$ cat config.mk
export PLATFORM = sky130hd
export DESIGN_NAME = cps_mem_top
export DESIGN_NICKNAME = d
export VERILOG_FILES = /design/src/common/cps_mem_pkg.sv /design/src/common/mem_req_if.sv /design/src/common/mem_rsp_if.sv /design/src/rtl/bank_router.sv /design/src/bank/bank_port.sv /design/src/rtl/rsp_merge.sv /design/src/rtl/cps_mem_top.sv
export VERILOG_INCLUDE_DIRS = /design/src /design/src/common
export SDC_FILE = /design/constraint.sdc
export NUM_CORES = 1
export LEC_CHECK = 0
export BUFFER_PORTS_ARGS = -buffer_cell sky130_fd_sc_hd__buf_2
export CORE_ASPECT_RATIO = 1.25
export CORE_MARGIN = 2
export CORE_UTILIZATION = 48
export CTS_BUF_LIST = sky130_fd_sc_hd__clkbuf_16
export DETAILED_ROUTE_END_ITERATION = 16
export MAX_ROUTING_LAYER = met4
export PLACE_DENSITY_LB_ADDON = 0.3
export SETUP_SLACK_MARGIN = 0.4
export SLEW_MARGIN = 20
export SYNTH_ARGS = -nofsm -noshare
export SYNTH_HDL_FRONTEND = slang
export SYNTH_HIERARCHICAL = 1
export SYNTH_SLANG_ARGS = --single-unit
$ cat constraint.sdc
create_clock -name VB -period 3.5 [get_ports VB]
set_clock_uncertainty 0.2 [all_clocks]
set_input_delay 0.7 -clock VB [delete_from_list [all_inputs] [get_ports VB]]
set_output_delay 0.7 -clock VB [all_outputs]
set_load 0.1 [all_outputs]
$ cat src/common/cps_mem_defs.svh
// Memory fabric widths
`ifndef CPS_MEM_DEFS_SVH
`define CPS_MEM_DEFS_SVH

// Top two client address bits pick the bank
`define CPS_MEM_ADDR_W 24

// SDRAM bank word address
`define CPS_MEM_BA_W 22

`define CPS_MEM_DATA_W 16
`define CPS_MEM_TAG_W 4

// Fixed by the two decoded address bits
`define CPS_MEM_NBANK 4

`endif

$ cat src/common/cps_mem_pkg.sv
// Memory fabric types
`default_nettype none

package cps_mem_pkg;

    // Bank port sequencer states
    typedef enum logic [1:0] {
        // Empty, accepting a request
        ST_IDLE,
        // rd high, waiting for ack
        ST_REQ,
        // Waiting for rdy
        ST_WAIT,
        // Response held for the merger
        ST_HOLD
    } bank_state_e;

endpackage

`default_nettype wire

$ cat src/common/mem_req_if.sv
// Bank request channel
`default_nettype none
`timescale 1ns/100ps

`include "cps_mem_defs.svh"

interface mem_req_if;

    logic                      valid;
    logic                      ready;
    // Bank word address, bank bits already stripped
    logic [`CPS_MEM_BA_W-1:0]  addr;
    logic [`CPS_MEM_TAG_W-1:0] tag;

    modport router (
        output valid,
        output addr,
        output tag,
        input  ready
    );

    modport port (
        input  valid,
        input  addr,
        input  tag,
        output ready
    );

endinterface

`default_nettype wire

$ cat src/common/mem_rsp_if.sv
// Bank response channel
`default_nettype none
`timescale 1ns/100ps

`include "cps_mem_defs.svh"

interface mem_rsp_if;

    logic                       valid;
    logic                       ready;
    logic [`CPS_MEM_DATA_W-1:0] data;
    // Tag of the request this data belongs to
    logic [`CPS_MEM_TAG_W-1:0]  tag;

    // Bank port side
    modport port (
        output valid,
        output data,
        output tag,
        input  ready
    );

    // Merger side
    modport merge (
        input  valid,
        input  data,
        input  tag,
        output ready
    );

endinterface

`default_nettype wire

$ cat src/rtl/bank_router.sv
// Bank request router
`default_nettype none
`timescale 1ns/100ps

`include "cps_mem_defs.svh"

module bank_router (
    input  logic                        req_valid,
    output logic                        req_ready,
    input  logic [`CPS_MEM_ADDR_W-1:0]  req_addr,
    input  logic [`CPS_MEM_TAG_W-1:0]   req_tag,

    mem_req_if.router                   bank_req [`CPS_MEM_NBANK]
);

    logic [`CPS_MEM_ADDR_W-`CPS_MEM_BA_W-1:0] bank_sel;
    logic [`CPS_MEM_NBANK-1:0]                bank_ready;

    // Top address bits select the bank
    assign bank_sel = req_addr[`CPS_MEM_ADDR_W-1:`CPS_MEM_BA_W];

    genvar g;
    generate
        for (g = 0; g < `CPS_MEM_NBANK; g++) begin : g_bank
            // Only the addressed bank sees valid
            assign bank_req[g].valid = req_valid && (bank_sel == 2'(g));
            assign bank_req[g].addr  = req_addr[`CPS_MEM_BA_W-1:0];
            assign bank_req[g].tag   = req_tag;
            assign bank_ready[g]     = bank_req[g].ready;
        end
    endgenerate

    // Client stalls while the addressed port is busy
    assign req_ready = bank_ready[bank_sel];

endmodule

`default_nettype wire

$ cat src/bank/bank_port.sv
// SDRAM bank port sequencer
`default_nettype none
`timescale 1ns/100ps

`include "cps_mem_defs.svh"

module bank_port (
    input  logic                        VB,
    input  logic                        rst_n,

    mem_req_if.port                     req,
    mem_rsp_if.port                     rsp,

    // SDRAM bank side
    output logic [`CPS_MEM_BA_W-1:0]    ba_addr,
    output logic                        ba_rd,
    input  logic                        ba_ack,
    input  logic                        ba_rdy,
    input  logic [`CPS_MEM_DATA_W-1:0]  ba_data
);

    cps_mem_pkg::bank_state_e   state;
    cps_mem_pkg::bank_state_e   state_nx;

    logic [`CPS_MEM_BA_W-1:0]   addr_q;
    logic [`CPS_MEM_TAG_W-1:0]  tag_q;
    logic [`CPS_MEM_DATA_W-1:0] data_q;
    logic                       accept;
    logic                       capture;

    // One request at a time per bank
    assign req.ready = (state == cps_mem_pkg::ST_IDLE);
    assign accept    = req.valid && req.ready;
    assign capture   = (state == cps_mem_pkg::ST_WAIT) && ba_rdy;

    always_comb begin
        state_nx = state;
        case (state)
            cps_mem_pkg::ST_IDLE: begin
                if (req.valid) begin
                    state_nx = cps_mem_pkg::ST_REQ;
                end
            end
            // ack may come in the very first rd cycle
            cps_mem_pkg::ST_REQ: begin
                if (ba_ack) begin
                    state_nx = cps_mem_pkg::ST_WAIT;
                end
            end
            cps_mem_pkg::ST_WAIT: begin
                if (ba_rdy) begin
                    state_nx = cps_mem_pkg::ST_HOLD;
                end
            end
            cps_mem_pkg::ST_HOLD: begin
                if (rsp.ready) begin
                    state_nx = cps_mem_pkg::ST_IDLE;
                end
            end
            default: begin
                state_nx = cps_mem_pkg::ST_IDLE;
            end
        endcase
    end

    always_ff @(posedge VB or negedge rst_n) begin
        if (!rst_n) begin
            state <= cps_mem_pkg::ST_IDLE;
        end else begin
            state <= state_nx;
        end
    end

    // Request and response payload
    always_ff @(posedge VB) begin
        if (accept) begin
            addr_q <= req.addr;
            tag_q  <= req.tag;
        end
        if (capture) begin
            data_q <= ba_data;
        end
    end

    // Address stays stable for the whole access
    assign ba_addr = addr_q;
    assign ba_rd   = (state == cps_mem_pkg::ST_REQ);

    assign rsp.valid = (state == cps_mem_pkg::ST_HOLD);
    assign rsp.data  = data_q;
    assign rsp.tag   = tag_q;

endmodule

`default_nettype wire

$ cat src/rtl/rsp_merge.sv
// Round-robin response merger
`default_nettype none
`timescale 1ns/100ps

`include "cps_mem_defs.svh"

module rsp_merge (
    input  logic                        VB,
    input  logic                        rst_n,

    mem_rsp_if.merge                    bank_rsp [`CPS_MEM_NBANK],

    output logic                        rsp_valid,
    input  logic                        rsp_ready,
    output logic [`CPS_MEM_DATA_W-1:0]  rsp_data,
    output logic [`CPS_MEM_TAG_W-1:0]   rsp_tag
);

    localparam int PTR_W = $clog2(`CPS_MEM_NBANK);

    logic [`CPS_MEM_NBANK-1:0]  bank_valid;
    logic [`CPS_MEM_DATA_W-1:0] bank_data [`CPS_MEM_NBANK];
    logic [`CPS_MEM_TAG_W-1:0]  bank_tag  [`CPS_MEM_NBANK];

    logic [PTR_W-1:0]           ptr;
    logic [PTR_W-1:0]           grant_idx;
    logic                       grant_hit;
    logic                       load;
    logic                       take;

    // Output register free, or draining this cycle
    assign load = !rsp_valid || rsp_ready;
    assign take = load && grant_hit;

    // First valid bank at or after the pointer
    always_comb begin
        logic [PTR_W-1:0] idx;
        grant_hit = 1'b0;
        grant_idx = ptr;
        for (int i = `CPS_MEM_NBANK - 1; i >= 0; i--) begin
            idx = ptr + PTR_W'(i);
            if (bank_valid[idx]) begin
                grant_hit = 1'b1;
                grant_idx = idx;
            end
        end
    end

    genvar g;
    generate
        for (g = 0; g < `CPS_MEM_NBANK; g++) begin : g_bank
            assign bank_valid[g] = bank_rsp[g].valid;
            assign bank_data[g]  = bank_rsp[g].data;
            assign bank_tag[g]   = bank_rsp[g].tag;
            // Only the winner is released
            assign bank_rsp[g].ready = take && (grant_idx == PTR_W'(g));
        end
    endgenerate

    always_ff @(posedge VB or negedge rst_n) begin
        if (!rst_n) begin
            rsp_valid <= 1'b0;
            ptr       <= '0;
        end else begin
            if (load) begin
                rsp_valid <= grant_hit;
            end
            // Next search starts after the winner
            if (take) begin
                ptr <= grant_idx + PTR_W'(1);
            end
        end
    end

    always_ff @(posedge VB) begin
        if (take) begin
            rsp_data <= bank_data[grant_idx];
            rsp_tag  <= bank_tag[grant_idx];
        end
    end

endmodule

`default_nettype wire

$ cat src/rtl/cps_mem_top.sv
// ROM/RAM request fabric top
`default_nettype none
`timescale 1ns/100ps

`include "cps_mem_defs.svh"

module cps_mem_top (
    input  logic                                            VB,
    input  logic                                            rst_n,

    // Client requests
    input  logic                                            req_valid,
    output logic                                            req_ready,
    input  logic [`CPS_MEM_ADDR_W-1:0]                      req_addr,
    input  logic [`CPS_MEM_TAG_W-1:0]                       req_tag,

    // Tagged responses
    output logic                                            rsp_valid,
    input  logic                                            rsp_ready,
    output logic [`CPS_MEM_DATA_W-1:0]                      rsp_data,
    output logic [`CPS_MEM_TAG_W-1:0]                       rsp_tag,

    // SDRAM banks
    output logic [`CPS_MEM_NBANK-1:0][`CPS_MEM_BA_W-1:0]    ba_addr,
    output logic [`CPS_MEM_NBANK-1:0]                       ba_rd,
    input  logic [`CPS_MEM_NBANK-1:0]                       ba_ack,
    input  logic [`CPS_MEM_NBANK-1:0]                       ba_rdy,
    input  logic [`CPS_MEM_NBANK-1:0][`CPS_MEM_DATA_W-1:0]  ba_data
);

    mem_req_if req_if [`CPS_MEM_NBANK] ();
    mem_rsp_if rsp_if [`CPS_MEM_NBANK] ();

    bank_router u_router (
        .req_valid  ( req_valid ),
        .req_ready  ( req_ready ),
        .req_addr   ( req_addr  ),
        .req_tag    ( req_tag   ),
        .bank_req   ( req_if    )
    );

    genvar g;
    generate
        for (g = 0; g < `CPS_MEM_NBANK; g++) begin : g_bank
            bank_port u_port (
                .VB         ( VB            ),
                .rst_n      ( rst_n         ),
                .req        ( req_if[g]     ),
                .rsp        ( rsp_if[g]     ),
                .ba_addr    ( ba_addr[g]    ),
                .ba_rd      ( ba_rd[g]      ),
                .ba_ack     ( ba_ack[g]     ),
                .ba_rdy     ( ba_rdy[g]     ),
                .ba_data    ( ba_data[g]    )
            );
        end
    endgenerate

    rsp_merge u_merge (
        .VB         ( VB        ),
        .rst_n      ( rst_n     ),
        .bank_rsp   ( rsp_if    ),
        .rsp_valid  ( rsp_valid ),
        .rsp_ready  ( rsp_ready ),
        .rsp_data   ( rsp_data  ),
        .rsp_tag    ( rsp_tag   )
    );

endmodule

`default_nettype wire

# Word-level counts from Yosys, hierarchy flattened
# Cells that the tools add are included.
[op_classes]
addsub = 4
magnitude_cmp = 6
eq_ne = 34
n_mux = 44
n_bitwise = 1
reduce_logical = 29
[op_table]
columns = ["cell", "n"]
rows = [
  ["2-bit two-way mux", 20],
  ["16-bit binary-select mux with 2-bit select", 1],
  ["16-bit two-way mux", 2],
  ["2-bit case mux with 4 select lines", 4],
  ["2-bit equality test, second input constant", 12],
  ["2-bit inequality test, second input constant", 12],
  ["1-bit logical AND", 17],
  ["4-bit AND reduction", 4],
  ["2-bit by 3-bit less-than comparator with 1-bit output, second input constant", 5],
  ["2-bit by 1-bit equality test with 1-bit output, second input constant", 6],
  ["2-bit zero test", 6],
  ["1-bit binary-select mux with 2-bit select", 5],
  ["1-bit two-way mux", 9],
  ["4-bit binary-select mux with 2-bit select", 1],
  ["4-bit two-way mux", 2],
  ["2-bit by 1-bit inequality test with 1-bit output, second input constant", 4],
  ["2-bit by 1-bit adder with 2-bit output, second input constant", 2],
  ["2-bit adder, second input constant", 2],
  ["3-bit >= comparator, second input constant", 1],
  ["2-bit NOT with 3-bit output", 1],
  ["1-bit zero test", 1],
  ["1-bit logical OR", 1],
]
[word_totals]
regBits = 199
inputBits = 104
output_inout_bits = 114
wordCells = 138

# Logic depth before layout (Yosys ltp)
[logic_depth]
depth_word = 11
ltp_mapped = 10
ltp_nobuf = 9

# Modules after synthesis
# The synthesis kept the hierarchy.
[by_module_without_submodules]
columns = ["module", "n_inst", "cells_each", "area_per_inst_um2"]
rows = [
  ["bank_port", 4, 61, 1487.7],
  ["rsp_merge", 1, 171, 1490.2],
  ["bank_router", 1, 109, 838.3],
]

# Least setup slack after synthesis
# Ideal clock, no wire load.
[synth_timing]
kind = "register -> register"
from = "register u_merge.rsp_valid"
to = "register g_bank[1].u_port.state[1]"
setup_time_ns = 0.125
t_arrival_ns = 3.442
t_required_ns = 3.175
setup_slack_ns = -0.267
stages_incl_launch_ff = 7
n_path_buf = 0
path_cell_list = "dfrtp_1 -> a21oi_1 -> nand2_1 -> nor3_1 -> nor2b_4 -> a2111oi_4 -> mux2_4"
[synth_via]
elab_chain_len = 6
[synth_lines]
columns = ["element", "line", "text"]
rows = [
  ["start: declaration", "rsp_merge.sv:13", "output logic rsp_valid,"],
  ["start signal: assignment", "rsp_merge.sv:66", "rsp_valid <= grant_hit;"],
  ["1-bit zero test", "rsp_merge.sv:32", "assign load = !rsp_valid || rsp_ready;"],
  ["1-bit logical OR", "rsp_merge.sv:32", ""],
  ["1-bit logical AND", "rsp_merge.sv:33", "assign take = load && grant_hit;"],
  ["via u_merge.take", "rsp_merge.sv:29", "logic take;"],
  ["1-bit logical AND", "rsp_merge.sv:56", "assign bank_rsp[g].ready = take && (grant_idx == PTR_W'(g));"],
  ["via rsp_if[1].ready", "mem_rsp_if.sv:10", "logic ready;"],
  ["2-bit inequality test (no line)", "--", ""],
  ["4-bit AND reduction (no line)", "--", ""],
  ["end signal: assignment", "bank_port.sv:68", "state <= cps_mem_pkg::ST_IDLE;"],
  ["end signal: assignment", "bank_port.sv:70", "state <= state_nx;"],
  ["end: declaration", "bank_port.sv:22", "cps_mem_pkg::bank_state_e state;"],
]
# The timed path passes the listed nets, and every way through them passes these cells.
# A chain may end at the register's enable or synchronous reset.

# Final worst setup path
[layout_timing]
from = "register g_bank[2].u_port.state[0]"
to = "register g_bank[1].u_port.state[1]"
[layout_via]
elab_chain_len = 11
elab_cells_between_ends = 22
cone_classes = "3 x eq/ne; 16 x mux; 3 x reduce/logical"
[layout_lines]
columns = ["element", "line", "text"]
rows = [
  ["start: declaration", "bank_port.sv:22", ""],
  ["start signal: assignment", "bank_port.sv:68", ""],
  ["start signal: assignment", "bank_port.sv:70", ""],
  ["2-bit equality test (*)", "bank_port.sv:89", "assign rsp.valid = (state == cps_mem_pkg::ST_HOLD);"],
  ["via rsp_if[2].valid", "mem_rsp_if.sv:9", "logic valid;"],
  ["1-bit binary-select mux with 2-bit select", "rsp_merge.sv:42", "if (bank_valid[idx]) begin"],
  ["1-bit two-way mux (not written as such)", "rsp_merge.sv:42", ""],
  ["2-bit two-way mux / 1-bit two-way mux (equally long branches) (4 in a row)", "rsp_merge.sv:42", ""],
  ["2-bit by 1-bit equality test with 1-bit output / 1-bit logical AND (equally long branches)", "rsp_merge.sv:56, rsp_merge.sv:33", ""],
  ["1-bit logical AND (*)", "rsp_merge.sv:56", ""],
  ["via rsp_if[1].ready", "mem_rsp_if.sv:10", ""],
  ["2-bit inequality test (no line) (*)", "--", ""],
  ["4-bit AND reduction (no line) (*)", "--", ""],
]
# The timed path passes the listed nets; every way through them passes the cells marked *. The select of a mux whose other input is x is not followed.

==> flow_summary_export.csv <==
group,metric,value,unit
status,outcome,"complete, no violations",
min_path,hold_depth,1,
place,gp_congestion,0.800,
timing,relSlewSlack,34.5,%
clock_network,cts-root-buf,"clkbuf_16",
global_route,grt_pass1_vias,4751,
routing,highest_layer,"met4",
routing,m1WireLength,6440,µm
global_route,grt.overflow.total,0,
routing,ant_nets,0,
clock_network,htree_num_levels,4,
place,port_buffers,217,
synth,async_reset_ff_share,5.53,%
min_path,min_to,"g_bank[1].u_port/rsp.data[7]$_DFFE_PP_",
synth,ys.flop_type,"edfxtp_1",
clock_network,post_cts_resized,0,
routing,dr.pass1.iters,4,
clock_network,clock_path_buffers,2,
timing,setup_ws,600,ps
routing,routed_wl,16600,µm
timing,rsz0062_at_grt,"false",
routing,wl_per_cell,18.7,µm
worst_setup_path,worstReg2RegEnd,"g_bank[1].u_port/state[1]$_DFFE_PN0P_",
worst_setup_path,rr_worst_depth,9,
worst_setup_path,r2r-start,"g_bank[2].u_port/state[0]$_DFFE_PN0P_",
clock_network,path_clk_slew,70,ps
power,power.density,1010,nW/µm²
min_path,min_from,"ba_data[23]",
clock_network,insertion_delay,420,ps
worst_setup_path,crit_required,3610,ps
floorplan,io_pins,218,
global_route,antenna_found_initial,1,
floorplan,die_w,121,µm
global_route,grt_pass1_wl,24800,µm
flow_run,max_cap_viol_count,0,
routing,dr_wl_met2,8630,µm
routing,viasPerCell,5.02,
worst_setup_path,path_class,"reg -> reg",
synth,synth_area,8280,µm²
power,leakagePower,0.00372,µW
floorplan,die-area,18300,µm²
finish,final_net_count,776,
global_route,grt_max_degree,43,
worst_setup_path,r2r_slack,600,ps
finish,layout_common_cells,"217 x buf_2, 188 x edfxtp_1, 63 x nand2_1, 22 x a21oi_1",
worst_setup_path,crit_fanout,6,
timing,tns,0,ps
finish,area_growth_syn_to_layout,14.4,%
routing,vias,4449,
synth,seq_area_frac_synth,71.5,%
timing,maxSlewViolCount,0,
synth,syn_inst,524,
place,dp_hpwl,11200,µm
floorplan,core,16800,µm²
clock_network,numCtsBuffers,17,
worst_setup_path,endpoint_kind,"register",
synth,syn_nets,648,
finish,drive_above_1_share,42.3,%
timing,finalHoldViolations,0,
timing,tightest_slew,982,ps
floorplan,fp.dieH,151,µm
timing,fmax,345,MHz
timing,finalSetupViolCount,0,
clock_network,clock-sinks,199,
worst_setup_path,start_kind,"register",
floorplan,rows,53,
clock_network,cts_tree,"built",
routing,drt_iter0_drc,372,
finish,mostFrequentLayoutCell,"buf_2",
place,pre_cts_ws,626,ps
timing,finalCritPeriodShare,82.8,%
floorplan,initial_core_util,49.2,%
synth,syn_avg_cell_area,15.8,µm²
worst_setup_path,cp.arrival,3010,ps
global_route,grt.total_usage,18.9,%
synth,synth.distinct_cells,37,
synth,synth_seq_cells,199,
finish,fillCellCount,1382,
synth,synth_edf_count,188,
routing,drc,0,
timing,whs,248,ps
synth,yosys_warnings,6,
power,ir_drop,0.463,mV
min_path,min-delay-path-class,"in -> reg",
timing,min_period,2900,ps
routing,wl_met3,1240,µm
cell usage after synthesis, types with 4 or more instances:
| library cell | n | share of area (%) |
|---|---|---|
| a21oi_1 | 23 | 1.4 |
| edfxtp_1 | 188 | 68 |
| a32oi_1 | 20 | 2.1 |
| and2_1 | 8 | 0.60 |
| nor2b_1 | 7 | 0.53 |
| buf_4 | 105 | 9.5 |
| mux2_4 | 4 | 0.73 |
| nor2_1 | 7 | 0.32 |
| nand2_1 | 63 | 2.9 |
| inv_1 | 16 | 0.73 |
| a2111oi_4 | 4 | 1.3 |
| mux2i_1 | 5 | 0.60 |
| ha_1 | 20 | 3.0 |
| nor2b_4 | 8 | 1.3 |
| dfrtp_1 | 11 | 3.3 |
| buf_2 | 8 | 0.48 |
area by class of cell:
cell class | instances | area (µm²) | area share [%]
multi-input cells | 192 | 1460 | 15.4
clock buffers | 17 | 425 | 4.49
clock inverters | 14 | 164 | 1.73
diodes | 2 | 5.00 | 0.0529
flip-flops and latches | 199 | 5920 | 62.5
repair buffers | 226 | 1160 | 12.2
well taps | 220 | 275 | 2.91
inverters | 16 | 60.1 | 0.634
cell families (layout without fill, tap and decap cells):
family	count (synthesis)	in the layout	share of synthesized area (%)
buf+inv	133	273	11.1
fa+ha+maj	20	20	3.02
compound gates	56	56	5.83
simple gates	106	106	6.94
flops	199	199	71.5
mux	10	10	1.60
other cells	0	2	0
routing by layer:
metal / vias to the layer above / global-route usage [%]
met5: - / -
met4: 0 / 6.67
met3: 21 / 5.20
met2: 189 / 32.6
met1: 2186 / 21.1
li1: 2053 / -
how the worst max path moves through the flow:
stage	from	end	slack, ps	cells after the start
finish	g_bank[2].u_port/state[0]$_DFFE_PN0P_	g_bank[1].u_port/state[1]$_DFFE_PN0P_	600	9
detailed placement	g_bank[2].u_port/state[1]$_DFFE_PN0P_	g_bank[1].u_port/state[1]$_DFFE_PN0P_	630	9
CTS	g_bank[2].u_port/state[1]$_DFFE_PN0P_	g_bank[1].u_port/state[1]$_DFFE_PN0P_	600	9
global route	g_bank[0].u_port/state[1]$_DFFE_PN0P_	g_bank[1].u_port/state[1]$_DFFE_PN0P_	400	9
global placement	g_bank[2].u_port/state[0]$_DFFE_PN0P_	g_bank[1].u_port/state[1]$_DFFE_PN0P_	700	9
floorplan	u_merge/rsp_valid$_DFFE_PN0P_	g_bank[1].u_port/state[1]$_DFFE_PN0P_	560	6
worst max-delay path, cell delays in order, from the launching register on:
cell	delay (ps)
dfrtp_1	400
ha_1	290
nor2b_1	190
o21ai_1	270
o221a_2	250
nand2_1	90
nor3_1	270
nor2b_4	80
a2111oi_4	400
mux2_4	330
sequential cells by signal (all words and copies together) (netlist names):
name / cells
g_bank.u_port/rsp.data: 64
g_bank.u_port/state: 8
u_merge/ptr: 2
u_merge/rsp_data: 16
u_merge/rsp_valid: 1
u_merge/rsp_tag: 4
g_bank.u_port/rsp.tag: 16
g_bank.u_port/ba_addr: 88
what timing repair did:
item / CTS / global route
hold buffers: 1 / 0
hold endpoints to repair: 11 / 0
setup buffers: 0 / 0
power breakdown:
part	internal, µW	switching, µW	leakage [µW]
clock	1010	903	0.000281
combinational	1130	3140	0.00159
sequential	3200	158	0.00185
per-stage QoR:
stage	area, µm²	utilization (%)	power (µW)	cells
global placement	8860	52.6	7550	852
finish	9470	56.2	9540	886
detailed placement	8860	52.6	7690	852
floorplan	8290	-	6970	524
global route	9470	56.2	10000	885
CTS	9460	56.2	9610	884
No activity file was read; power rests on OpenSTA's default activity.
